===== src/hw/fetch_pkg.sv =====
/*
  fetch front end package
  widths, table sizes, reset vector, credit count and shared enums
*/
package fetch_pkg;

  // address and fetch block
  localparam int ADDR_W      = 32;
  localparam int BLOCK_BYTES = 32;
  localparam int OFFSET_W    = $clog2(BLOCK_BYTES);   // byte offset inside a block

  // global history
  localparam int GHT_W = 12;

  // direction tables, one bit per slot in each entry
  localparam int PRED_IDX_W   = 8;
  localparam int PRED_ENTRIES = 1 << PRED_IDX_W;
  localparam int MISS_CNT_W   = 4;   // wraps at 16

  // target buffer
  localparam int BTB_SETS  = 64;
  localparam int BTB_IDX_W = $clog2(BTB_SETS);
  localparam int BTB_TAG_W = ADDR_W - BTB_IDX_W - OFFSET_W;

  // return stack
  localparam int RAS_DEPTH = 8;
  localparam int RAS_PTR_W = $clog2(RAS_DEPTH);

  // credit flow control toward the instruction fetch side
  localparam int CREDITS  = 4;
  localparam int CREDIT_W = $clog2(CREDITS + 1);

  localparam logic [ADDR_W-1:0] RESET_IP = 32'h0000_1000;

  typedef logic [ADDR_W-1:0] ip_t;
  typedef logic [GHT_W-1:0]  ght_t;

  typedef enum logic [1:0] {
    br_cond,
    br_jump,
    br_call,
    br_ret
  } branch_kind_e;

  // which source loads the ip on the next edge
  typedef enum logic [2:0] {
    src_seq,
    src_predicted,
    src_retire,
    src_irq
  } next_src_e;

endpackage


===== src/hw/frontend_ifs.sv =====
/*
  front end interfaces
  predict_if carries the same-cycle lookup, retire_if the retirement update
*/
`timescale 1ns/1ps

interface predict_if import fetch_pkg::*; ();

  ip_t          ip;
  ght_t         ght;
  logic [1:0]   slot_hit;
  branch_kind_e slot_kind [2];
  ip_t          slot_target [2];
  logic [1:0]   slot_dir;   // xor of the three direction tables
  ip_t          ras_top;

  modport seq (
    output ip, ght,
    input  slot_hit, slot_kind, slot_target, slot_dir, ras_top
  );

  modport btb (input ip, output slot_hit, slot_kind, slot_target);

  modport dir (input ip, ght, output slot_dir);

  modport ras (output ras_top);

endinterface



===== src/hw/return_stack.sv =====
/*
  return address stack, circular with a wrapping pointer
  top entry feeds predicted returns in the same cycle
*/
`timescale 1ns/1ps

module return_stack import fetch_pkg::*; (
  input logic       clk,
  input logic       rst,
  predict_if.ras    lk,
  input logic       push,
  input logic       pop,
  input ip_t        push_addr
);

  ip_t                  stack_q [RAS_DEPTH];
  logic [RAS_PTR_W-1:0] ptr_q;
  logic [RAS_PTR_W-1:0] ptr_inc;

  assign ptr_inc    = ptr_q + 1'b1;   // overflow overwrites the oldest entry
  assign lk.ras_top = stack_q[ptr_q];

  always_ff @(posedge clk) begin
    if (rst) begin
      ptr_q <= '0;
    end else if (push) begin
      ptr_q <= ptr_inc;
    end else if (pop) begin
      ptr_q <= ptr_q - 1'b1;
    end
  end

  always_ff @(posedge clk) begin
    if (push) begin
      stack_q[ptr_inc] <= push_addr;
    end
  end

endmodule

===== src/flat_wrapper.sv =====
// flat-port wrapper written by rule: the top's interface ports become plain ports
module return_stack_flat import fetch_pkg::*;
  (clk, rst, push, pop, push_addr, lk_ras_top);
  predict_if lk_i ();
  input logic clk;
  input logic rst;
  input logic push;
  input logic pop;
  input ip_t push_addr;
  output wire logic [$bits(lk_i.ras_top)-1:0] lk_ras_top;
  assign lk_ras_top = lk_i.ras_top;
  return_stack u_core (.clk(clk), .rst(rst), .lk(lk_i), .push(push), .pop(pop), .push_addr(push_addr));
endmodule

===== config.mk =====
export PLATFORM = sky130hd
export DESIGN_NAME = return_stack_flat
export DESIGN_NICKNAME = d
export VERILOG_FILES = /design/src/hw/fetch_pkg.sv /design/src/hw/frontend_ifs.sv /design/src/hw/return_stack.sv /design/src/flat_wrapper.sv
export SDC_FILE = /design/constraint.sdc
export NUM_CORES = 1
export LEC_CHECK = 0
export BUFFER_PORTS_ARGS = -buffer_cell sky130_fd_sc_hd__buf_2
export CAP_MARGIN = 40
export CORE_AREA = 2 2 187 189
export CTS_BUF_LIST = sky130_fd_sc_hd__clkbuf_4
export DETAILED_ROUTE_END_ITERATION = 8
export DIE_AREA = 0 0 189 191
export SKIP_LAST_GASP = 1
export SLEW_MARGIN = 10
export SYNTH_ARGS = -nofsm -noshare
export SYNTH_HDL_FRONTEND = slang
export SYNTH_SLANG_ARGS = --single-unit

===== constraint.sdc =====
create_clock -name clk -period 4.5 [get_ports clk]
set_clock_uncertainty 0.05 [all_clocks]
set_input_delay 0.225 -clock clk [delete_from_list [all_inputs] [get_ports clk]]
set_output_delay 0.225 -clock clk [all_outputs]
set_load 0.01 [all_outputs]

==> flow_summary.yaml <==
clocking:
  cts_buffers: 68
  path_clk_slew_ps: 60
  cts_tree: "done"
  clock-root-buffer: "clkbuf_4"
  cts_num_sinks: 262
  clk_latency_ps: 610
  cts_buffer_depth: 3
  htree_levels: 3
logic_synthesis:
  ys_seq_area_share_pct: 77.7
  synth_area_sq_um: 10100
  synth_cell_type_count: 22
  synth_warnings: 0
  yosys.area.top_type_share_pct: 76.5
  synthArstFlopShare_pct: 0
  ys.flop_type: "edfxtp_1"
  synth.area.top_cells: "edfxtp_1, mux4_1, mux4_2"
  syn_nets: 442
  synth_seq_cells: 262
  yosysTopAreaCell: "edfxtp_1"
  synth-edff-count: 256
  syn_inst: 404
  syn_avg_cell_area_sq_um: 24.9
global_routing:
  grt_max_degree: 49
  grt_remaining_overflow: 0
  grt_antenna_before_repair: 1
  grt_use_met1_pct: 14.3
  busiest_layer: "met2"
  grt_use_met2_pct: 19.3
  use_met3_pct: 3.14
  grt_pass1_wl_um: 31000
  grt_pass1_vias: 5340
  grt_usage_pct: 11.6
setup_path:
  r2r-start: "u_core.ptr_q[0]$_SDFFE_PP0N_"
  cp.required_ps: 4220
  arrival_ps: 2920
  r2r_slack_ps: 1760
  rr_endpoint: "u_core.stack_q[1][31]$_DFFE_PP_"
  worstPathMaxFanout: 43
  critPathCapture: "lk_ras_top[25]"
  start_kind: "flop"
  critPathKind: "reg -> out"
  worst-r2r-cell-count: 5
  critPathCaptureType: "output pin"
layout:
  fillers: 3162
  layout-drive-gt1-share_pct: 40.9
  utilization_pct: 35.8
  syn2layout_area_growth_pct: 21.5
  seqCellArea_sq_um: 7820
  final_cell_area_sq_um: 12200
  multiInputGateArea_sq_um: 2150
  finalNetCount: 609
  final_cell_count_no_fill: 1069
  antenna_cells: 0
timing:
  hold_violations: 0
  relSlewSlack_pct: 44.0
  fmax_mhz: 313
  period_needed_ps: 3200
  rsz0062_at_grt: "no"
  layout_setup_ws_ps: 1300
  setup_tns_ps: 0
  setup_violations: 0
  finalCritPeriodShare_pct: 71.0
  whs_ps: 310
  worst_slew_pin_slew_ps: 838
  maxSlewViolCount: 0
detailed_routing:
  vias_per_cell: 4.43
  ant_nets: 0
  drc: 0
  routed-via-count: 4740
  routedWlPerCell_um: 19.2
  dr.pass1.iters: 4
  dr.first_iter.drc_count: 261
  drt-total-wl_um: 20500
place:
  place_inst: 920
  preCtsSetupSlack_ps: 1720
  port_buffers: 67
  gp_congestion: 0.642
  dpl.hpwl_um: 12000
  place_area_sq_um: 11100
die:
  die-area_sq_um: 36100
  die_y_um: 191
  die_x_um: 189
  io_pins: 68
  core_sq_um: 34100
  rows: 68
  start_util_pct: 29.5
power:
  peakVddDrop_v: 0.000143
  power_density_nw_per_um2: 436
  power.total_mw: 5.33
  p_leak_nw: 4.06
outcome:
  status: "completed"
flow_run:
  cap_violations: 0
min_path:
  min_path_type: "in -> reg"
==> cells in the final DEF (no fill, tap or decap) <==
master         count
a21o_1             1
nand2b_1           1
buf_4              8
nand3b_1           1
dfxtp_4            2
nor2_1             2
inv_2              4
a21oi_1            3
clkbuf_4          99
xor2_1             1
mux4_1            40
dfxtp_1            3
buf_16             4
clkinv_2           1
nand2_1            2
nor3b_1            1
dfxtp_2            1
clkinv_1           8
inv_1              2
edfxtp_1         256
nor2_4             2
nor3_2             6
buf_2             67
nand3_1            2
ha_1               2
xnor2_1            2
clkinvlp_4         1
mux4_2            24
mux2_2            32
dlygate4sd3_1     36
==> layout make-up <==
| class | count | area share [%] |
|---|---|---|
| Inverter | 2 | 0.0615 |
| Sequential cell | 262 | 64.0 |
| Clock inverter | 14 | 0.471 |
| Multi-Input combinational cell | 122 | 17.6 |
| Clock buffer | 99 | 6.08 |
| Tap cell | 455 | 4.66 |
| Timing Repair Buffer | 115 | 7.09 |
==> cell usage after synthesis (2+ instances only) <==
cell type / n
mux4_1: 40
nand3_1: 2
clkbuf_1: 2
nor2_1: 4
buf_2: 6
nand2_1: 2
buf_1: 3
mux2_2: 32
inv_1: 2
dfxtp_1: 6
a21oi_1: 3
edfxtp_1: 256
ha_1: 2
buf_6: 7
nor3_1: 6
mux4_2: 24
xnor2_1: 2
==> per-layer routing <==
metal	share of wire, %	up-vias
li1	-	2138
met2	50	140
met5	0.063	-
met4	1.4	2
met1	43	2435
met3	5.6	25
==> flip-flops by register name (all words and copies together) (netlist names), named ones only <==
| name | count |
|---|---|
| u_core.ptr_q | 3 |
| u_core.stack_q | 256 |
==> cells by family after synthesis <==
logic type	after synthesis	synth area share, %
xor+xnor	3	0.261
flops	262	77.7
buf+inv	20	1.34
simple gates	17	0.834
compound gates	4	0.224
mux	96	19.4
fa+ha+maj	2	0.249
==> power breakdown <==
part	internal [mW]	leakage, nW	switching (mW)
clock network	1.00	0.489	0.882
registers	2.81	2.38	0.0662
logic	0.277	1.19	0.291
total	4.09	4.06	1.24
==> critical path, stage by stage, from the launching register on <==
cell	delay (ps)
dfxtp_4	870
buf_4	390
mux4_1	580
mux2_2	280
buf_2	150
==> worst min-delay path by stage <==
| stage | endpoint | cells past startpoint | start | slack (ps) |
|---|---|---|---|---|
| floorplan | flop | 1 | rst | 250 |
| global placement | flop | 2 | rst | 390 |
| detailed placement | flop | 2 | rst | 380 |
| CTS | flop | 3 | rst | 260 |
| global route | flop | 3 | rst | 290 |
| finish | flop | 3 | rst | 310 |
==> what timing repair did <==
item | 4_1_cts | 5_1_grt
endpoints found under the setup margin | 0 | 0
gates resized for setup | 0 | 0
endpoints found under the hold margin | 262 | 0
buffers inserted | 0 | 0
hold buffers | 36 | 0
(Power assumes the default switching activity.)
