## config.mk

```make
export PLATFORM = sky130hd
export DESIGN_NAME = fetch_sequencer_flat
export DESIGN_NICKNAME = d
export VERILOG_FILES = /design/src/hw/fetch_pkg.sv /design/src/hw/frontend_ifs.sv /design/src/hw/fetch_sequencer.sv /design/src/flat_wrapper.sv
export SDC_FILE = /design/constraint.sdc
export NUM_CORES = 1
export LEC_CHECK = 0
export BUFFER_PORTS_ARGS = -buffer_cell sky130_fd_sc_hd__clkbuf_2
export CAP_MARGIN = 20
export CORE_ASPECT_RATIO = 0.7
export CORE_MARGIN = 10
export CORE_UTILIZATION = 35
export CTS_BUF_LIST = sky130_fd_sc_hd__clkbuf_4 sky130_fd_sc_hd__clkbuf_8 sky130_fd_sc_hd__clkbuf_16
export DETAILED_ROUTE_END_ITERATION = 6
export GPL_TIMING_DRIVEN = 0
export PLACE_DENSITY_LB_ADDON = 0.3
export SETUP_SLACK_MARGIN = 0.1
export SYNTH_ARGS = -nofsm -noshare
export SYNTH_HDL_FRONTEND = slang
export SYNTH_SLANG_ARGS = --single-unit
```

## constraint.sdc

```tcl
create_clock -name clk -period 4.11 [get_ports clk]
set_input_delay 0.411 -clock clk [delete_from_list [all_inputs] [get_ports clk]]
set_output_delay 0.411 -clock clk [all_outputs]
set_load 0.005 [all_outputs]
```

## src/hw/fetch_pkg.sv

```systemverilog
/*
  fetch front end package
  widths, table sizes, reset vector, credit count and shared enums
*/
package fetch_pkg;

  // address and fetch block
  localparam int ADDR_W      = 32;
  localparam int BLOCK_BYTES = 32;
  localparam int OFFSET_W    = $clog2(BLOCK_BYTES);   // byte offset inside a block

  // global history
  localparam int GHT_W = 12;

  // direction tables, one bit per slot in each entry
  localparam int PRED_IDX_W   = 8;
  localparam int PRED_ENTRIES = 1 << PRED_IDX_W;
  localparam int MISS_CNT_W   = 4;   // wraps at 16

  // target buffer
  localparam int BTB_SETS  = 64;
  localparam int BTB_IDX_W = $clog2(BTB_SETS);
  localparam int BTB_TAG_W = ADDR_W - BTB_IDX_W - OFFSET_W;

  // return stack
  localparam int RAS_DEPTH = 8;
  localparam int RAS_PTR_W = $clog2(RAS_DEPTH);

  // credit flow control toward the instruction fetch side
  localparam int CREDITS  = 4;
  localparam int CREDIT_W = $clog2(CREDITS + 1);

  localparam logic [ADDR_W-1:0] RESET_IP = 32'h0000_1000;

  typedef logic [ADDR_W-1:0] ip_t;
  typedef logic [GHT_W-1:0]  ght_t;

  typedef enum logic [1:0] {
    br_cond,
    br_jump,
    br_call,
    br_ret
  } branch_kind_e;

  // which source loads the ip on the next edge
  typedef enum logic [2:0] {
    src_seq,
    src_predicted,
    src_retire,
    src_irq
  } next_src_e;

endpackage

```

## src/hw/frontend_ifs.sv

```systemverilog
/*
  front end interfaces
  predict_if carries the same-cycle lookup, retire_if the retirement update
*/
`timescale 1ns/1ps

interface predict_if import fetch_pkg::*; ();

  ip_t          ip;
  ght_t         ght;
  logic [1:0]   slot_hit;
  branch_kind_e slot_kind [2];
  ip_t          slot_target [2];
  logic [1:0]   slot_dir;   // xor of the three direction tables
  ip_t          ras_top;

  modport seq (
    output ip, ght,
    input  slot_hit, slot_kind, slot_target, slot_dir, ras_top
  );

  modport btb (input ip, output slot_hit, slot_kind, slot_target);

  modport dir (input ip, ght, output slot_dir);

  modport ras (output ras_top);

endinterface

// consumed in the cycle upd_valid is high, no handshake
interface retire_if import fetch_pkg::*; ();

  logic         upd_valid;
  ip_t          src_ip;
  ip_t          target;
  logic         taken;
  branch_kind_e kind;
  logic         mispredict;
  ght_t         ght;   // history the branch was predicted with

  modport seq (output upd_valid, src_ip, target, taken, kind, mispredict, ght);

  modport btb (input upd_valid, src_ip, target, taken, kind);

  modport dir (input upd_valid, src_ip, kind, mispredict, ght);

endinterface

```

## src/hw/fetch_sequencer.sv

```systemverilog
/*
  fetch sequencer: ip, history and credit registers
  picks the next ip from irq, retire redirect, prediction or sequential step
*/
`timescale 1ns/1ps

module fetch_sequencer import fetch_pkg::*; (
  input  logic         clk,
  input  logic         rst,
  predict_if.seq       lk,
  retire_if.seq        up,
  output logic         ras_push,
  output logic         ras_pop,
  output ip_t          ras_push_addr,
  input  logic         credit_return,
  input  logic         irq_valid,
  input  ip_t          irq_ip,
  input  logic         ret_valid,
  input  ip_t          ret_src_ip,
  input  ip_t          ret_target,
  input  logic         ret_taken,
  input  branch_kind_e ret_kind,
  input  logic         ret_mispredict,
  input  ght_t         ret_ght,
  output logic         fetch_valid,
  output ip_t          fetch_ip,
  output ght_t         fetch_ght,
  output logic         fetch_taken
);

  ip_t                 ip_q;
  ght_t                ght_q;
  logic [CREDIT_W-1:0] credits_q;

  logic [1:0]   slot_taken;
  logic         sel;
  logic         pred_taken;
  branch_kind_e pred_kind;
  ip_t          pred_target;
  logic         cond_hit;
  ght_t         pred_ght;
  logic         redirect;
  ip_t          redirect_ip;
  ght_t         redirect_ght;
  logic         issue;
  next_src_e    next_src;

  assign lk.ip  = ip_q;
  assign lk.ght = ght_q;

  // retire port straight onto the update bus
  assign up.upd_valid  = ret_valid;
  assign up.src_ip     = ret_src_ip;
  assign up.target     = ret_target;
  assign up.taken      = ret_taken;
  assign up.kind       = ret_kind;
  assign up.mispredict = ret_mispredict;
  assign up.ght        = ret_ght;

  always_comb begin
    for (int s = 0; s < 2; s++) begin
      slot_taken[s] = lk.slot_hit[s] && ((lk.slot_kind[s] != br_cond) || lk.slot_dir[s]);
    end
  end

  assign sel         = !slot_taken[0];   // slot 0 first
  assign pred_taken  = |slot_taken;
  assign pred_kind   = lk.slot_kind[sel];
  assign pred_target = (pred_kind == br_ret) ? lk.ras_top : lk.slot_target[sel];
  assign cond_hit    = (lk.slot_hit[0] && lk.slot_kind[0] == br_cond) ||
                       (lk.slot_hit[1] && lk.slot_kind[1] == br_cond);
  assign pred_ght    = cond_hit ? {ght_q[GHT_W-2:0], pred_taken} : ght_q;

  assign redirect     = ret_valid && ret_mispredict;
  assign redirect_ip  = ret_taken ? ret_target
                                  : (ret_src_ip & ~ip_t'(BLOCK_BYTES - 1)) + BLOCK_BYTES;
  assign redirect_ght = {ret_ght[GHT_W-2:0], ret_taken};

  assign issue = !irq_valid && !redirect && (credits_q != '0);

  assign ras_push      = issue && pred_taken && (pred_kind == br_call);
  assign ras_pop       = issue && pred_taken && (pred_kind == br_ret);
  assign ras_push_addr = ip_q + BLOCK_BYTES;

  always_comb begin
    if (irq_valid)       next_src = src_irq;
    else if (redirect)   next_src = src_retire;
    else if (pred_taken) next_src = src_predicted;
    else                 next_src = src_seq;
  end

  always_ff @(posedge clk) begin
    if (rst) begin
      ip_q        <= RESET_IP;
      ght_q       <= '0;
      credits_q   <= CREDITS[CREDIT_W-1:0];
      fetch_valid <= 1'b0;
    end else begin
      credits_q   <= credits_q - CREDIT_W'(issue) + CREDIT_W'(credit_return);
      fetch_valid <= issue;
      case (next_src)
        src_irq:    ip_q <= irq_ip;   // history kept
        src_retire: begin
          ip_q  <= redirect_ip;
          ght_q <= redirect_ght;
        end
        src_predicted: if (issue) begin
          ip_q  <= pred_target;
          ght_q <= pred_ght;
        end
        default: if (issue) begin
          ip_q  <= ip_q + BLOCK_BYTES;
          ght_q <= pred_ght;
        end
      endcase
    end
  end

  always_ff @(posedge clk) begin
    if (issue) begin
      fetch_ip    <= ip_q;
      fetch_ght   <= ght_q;   // history the block was predicted with
      fetch_taken <= pred_taken;
    end
  end

endmodule

```

## src/flat_wrapper.sv

```systemverilog
// flat-port wrapper written by rule: the top's interface ports become plain ports
module fetch_sequencer_flat import fetch_pkg::*;
  (clk, rst, ras_push, ras_pop, ras_push_addr, credit_return, irq_valid, irq_ip, ret_valid, ret_src_ip, ret_target, ret_taken, ret_kind, ret_mispredict, ret_ght, fetch_valid, fetch_ip, fetch_ght, fetch_taken, lk_ip, lk_ght, lk_slot_hit, lk_slot_kind, lk_slot_target, lk_slot_dir, lk_ras_top, up_upd_valid, up_src_ip, up_target, up_taken, up_kind, up_mispredict, up_ght);
  predict_if lk_i ();
  retire_if up_i ();
  input  logic clk;
  input  logic rst;
  output logic ras_push;
  output logic ras_pop;
  output ip_t ras_push_addr;
  input  logic credit_return;
  input  logic irq_valid;
  input  ip_t irq_ip;
  input  logic ret_valid;
  input  ip_t ret_src_ip;
  input  ip_t ret_target;
  input  logic ret_taken;
  input  branch_kind_e ret_kind;
  input  logic ret_mispredict;
  input  ght_t ret_ght;
  output logic fetch_valid;
  output ip_t fetch_ip;
  output ght_t fetch_ght;
  output logic fetch_taken;
  output wire logic [$bits(lk_i.ip)-1:0] lk_ip;
  output wire logic [$bits(lk_i.ght)-1:0] lk_ght;
  input wire logic [$bits(lk_i.slot_hit)-1:0] lk_slot_hit;
  input wire logic [$bits(lk_i.slot_kind)-1:0] lk_slot_kind;
  input wire logic [$bits(lk_i.slot_target)-1:0] lk_slot_target;
  input wire logic [$bits(lk_i.slot_dir)-1:0] lk_slot_dir;
  input wire logic [$bits(lk_i.ras_top)-1:0] lk_ras_top;
  output wire logic [$bits(up_i.upd_valid)-1:0] up_upd_valid;
  output wire logic [$bits(up_i.src_ip)-1:0] up_src_ip;
  output wire logic [$bits(up_i.target)-1:0] up_target;
  output wire logic [$bits(up_i.taken)-1:0] up_taken;
  output wire logic [$bits(up_i.kind)-1:0] up_kind;
  output wire logic [$bits(up_i.mispredict)-1:0] up_mispredict;
  output wire logic [$bits(up_i.ght)-1:0] up_ght;
  assign lk_ip = lk_i.ip;
  assign lk_ght = lk_i.ght;
  assign lk_i.slot_hit = lk_slot_hit;
  assign lk_i.slot_kind = {>>{lk_slot_kind}};
  assign lk_i.slot_target = {>>{lk_slot_target}};
  assign lk_i.slot_dir = lk_slot_dir;
  assign lk_i.ras_top = lk_ras_top;
  assign up_upd_valid = up_i.upd_valid;
  assign up_src_ip = up_i.src_ip;
  assign up_target = up_i.target;
  assign up_taken = up_i.taken;
  assign up_kind = up_i.kind;
  assign up_mispredict = up_i.mispredict;
  assign up_ght = up_i.ght;
  fetch_sequencer u_core (.clk(clk), .rst(rst), .lk(lk_i), .up(up_i), .ras_push(ras_push), .ras_pop(ras_pop), .ras_push_addr(ras_push_addr), .credit_return(credit_return), .irq_valid(irq_valid), .irq_ip(irq_ip), .ret_valid(ret_valid), .ret_src_ip(ret_src_ip), .ret_target(ret_target), .ret_taken(ret_taken), .ret_kind(ret_kind), .ret_mispredict(ret_mispredict), .ret_ght(ret_ght), .fetch_valid(fetch_valid), .fetch_ip(fetch_ip), .fetch_ght(fetch_ght), .fetch_taken(fetch_taken));
endmodule
```

==> results.json <==
{
  "tns_ns": 0,
  "max_stage_delay_ns": 0.92,
  "power_mw": 3.09,
  "dr.pass1.iters": 7,
  "synth_top_family_by_area": "compound AO/OA/AOI/OAI gates",
  "synth_cell_types": 66,
  "setup_viol": 0,
  "crit-reg2reg-launch": "u_core.credits_q[1]",
  "rsz0062_at_grt": "false",
  "cts-root-buf": "clkbuf_16",
  "die_x_um": 185,
  "port_buffers": 415,
  "synth_area_per_cell_um2": 8.34,
  "final_cell_mix": "clkbuf_2, nand2_1, buf_4",
  "tightestPinTransition_ns": 1.07,
  "globalplace.congestion": 0.971,
  "grt_max_degree": 37,
  "hold_buffers": 0,
  "cts_resized": 0,
  "holdPathStages": 3,
  "ys_top_cells_by_area": "edfxtp_1, dfxtp_1, buf_4",
  "place_hpwl_mm": 30.1,
  "syn_nets": 1023,
  "cap_violations": 0,
  "drive_gt1_share_pct": 45.3,
  "hp-start": "ret_ght[6]",
  "finish.utilization_pct": 49.9,
  "synth_edf_count": 45,
  "layout_commonest_cell": "clkbuf_2",
  "clk_pin_slew_ns": 0.08,
  "dieArea_mm2": 0.0250,
  "viasPerCell": 5.39,
  "ys_async_sr_fraction_pct": 0,
  "fin_skew_ns": 0.0111,
  "n_fill_cell": 1893,
  "clock-sinks": 93,
  "antenna_found_initial": 3,
  "rows": 42,
  "synth_compound_area_share_pct": 20.2,
  "syn-cell-area_mm2": 0.00665,
  "track_usage_pct": 27.4,
  "synth_top_area_share_pct": 20.3,
  "synth_top_cell_by_area": "edfxtp_1",
  "end_kind": "register",
  "wirelength_mm": 36.3,
  "cp.required_ns": 4.32,
  "grt_pass1_vias": 7723,
  "synthXorXnorAreaFrac_pct": 6.72,
  "coreArea_mm2": 0.0188,
  "cp.arrival_ns": 3.28,
  "grt_pass1_wl_mm": 51.2,
  "synthCells": 797,
  "status": "completed",
  "stdcell_area_mm2": 0.00936,
  "drc": 0,
  "wire_per_inst_um": 24.7,
  "place_area_mm2": 0.00905,
  "p_leak_nw": 4.48,
  "final-hold-violation-count": 0,
  "ant_nets": 0,
  "crit_path_start_kind": "input pin",
  "synthAdderAreaFrac_pct": 1.05,
  "cts_tree": "yes",
  "post-route-period-util_pct": 74.9,
  "crit_chain": "clkbuf_2 -> o31ai_1 -> and2_1 -> clkbuf_1 -> inv_1 -> nand2_1 -> a211oi_1 -> a2111oi_0 -> nor4_1",
  "rrSetupSlack_ns": 1.20,
  "fin_crit_ns": 3.08,
  "path_class": "input pin to register",
  "num_vias": 7938,
  "cp_max_fo": 5,
  "clock_path_buffers": 2,
  "fmax_ghz": 0.325,
  "slew_headroom_pct": 27.0,
  "synthSimpleGateAreaFrac_pct": 19.5,
  "overflow": 0,
  "nNetsFinal": 1450,
  "ir_drop_mv": 0.162,
  "slew_viol_final": 0,
  "clk_latency_ns": 0.36,
  "io_pins": 426,
  "ys_ff_latch": 93,
  "htree_levels": 3,
  "cellPowerDensity_mw_per_mm2": 330,
  "hold_end": "u_core.lk.ght[7]",
  "synth_top_flop_cell": "dfxtp_1",
  "synth_warnings": 0,
  "initial_core_util_pct": 35.4,
  "seq_area_frac_synth_pct": 34.8,
  "syn2layout_area_growth_pct": 40.7,
  "reg2reg_to": "u_core.credits_q[2]",
  "cts_inserted_buffers": 9,
  "drt_iter0_drc": 621,
  "synthMuxAreaShare_pct": 2.71,
  "cts_setup_buffers": 0,
  "r2r_cells": 12,
  "worstHoldPathType": "input pin to register",
  "cp_slowest_cell": "a2111oi_0",
  "die_h_um": 135
}
[worst max path at each step]
stage | slack [ns] | from | endpoint
floorplan | 0.66 | irq_valid | u_core.credits_q[2]
finish | 1.03 | lk_slot_kind[1] | u_core.lk.ip[6]
global route | 0.91 | lk_slot_kind[3] | ras_push
global placement | -0.44 | irq_valid | u_core.credits_q[2]
detailed placement | 0.85 | lk_slot_kind[1] | u_core.lk.ip[6]
CTS | 1.11 | lk_slot_kind[3] | ras_push
[synthesized netlist by cell type (all sizes together) (11+ instances only)]
master,instances
nand3,29
dfxtp,48
mux2i,18
nand2,96
xor2,14
a31oi,14
clkbuf,34
inv,20
edfxtp,45
xnor2,37
nor3,11
a21oi,52
buf,103
o21ai,50
a211oi,23
nor2,68
a221oi,12
nand4,22
[through the flow]
step,setup WS [ns],hold slack (ns),instances
final,1.03,0.344,1473
after global routing,0.906,0.352,1472
after CTS,1.11,0.341,1471
after detailed placement,0.850,0.445,1455
after global placement,-0.442,0.443,1454
after floorplan,0.662,0.453,797
[registers in the layout, indices dropped and copies added (netlist names)]
register and cells:
u_core.fetch_ip 32, u_core.lk.ip 32, u_core.fetch_ght 12, u_core.lk.ght 12, u_core.credits_q 3, u_core.fetch_taken 1, u_core.fetch_valid 1
[power breakdown]
part	total (mW)	switching, mW	leakage (nW)	internal, mW
sequential	1.21	0.117	0.840	1.10
combinational	0.981	0.539	3.49	0.442
clock	0.897	0.410	0.149	0.487
total	3.09	1.07	4.48	2.03
[layout make-up]
cell class / count / area [µm²] / share of cell area [%]
multi-input cells: 546 / 3340 / 35.7
flip-flops and latches: 93 / 2310 / 24.7
repair buffers: 416 / 2100 / 22.4
plain buffers: 137 / 918 / 9.81
well taps: 242 / 303 / 3.24
clock buffers: 10 / 233 / 2.49
inverters: 21 / 78.8 / 0.842
clock inverters: 6 / 71.3 / 0.762
diodes: 2 / 5.00 / 0.0535
[logic make-up (layout without fill, tap and decap cells)]
logic type,after synthesis,count (layout)
and+or+nand+nor,268,268
AOI/OAI and AO/OA,204,204
buffers and inverters,158,590
DFF,93,93
xor gates and xnor gates,51,51
muxes,18,18
adders and majority gates,5,5
other,0,2
[per-layer routing]
metal | vias up | share of wire, % | track usage, % | wire length, µm
li1 | 3672 | - | - | -
met1 | 3792 | 43 | 36.8 | 15600
met2 | 449 | 46 | 44.1 | 16800
met3 | 25 | 9.9 | 7.26 | 3590
met4 | 0 | 0.97 | 4.41 | 352
met5 | - | 0 | 0 | 0
[worst max-delay path, delay by kind of cell]
| family | cells | cell delay [ns] |
|---|---|---|
| buffers and inverters | 3 | 0.43 |
| AO/OA/AOI/OAI | 3 | 1.85 |
| AND/OR/NAND/NOR | 3 | 0.60 |
(Power assumes the default switching activity.)
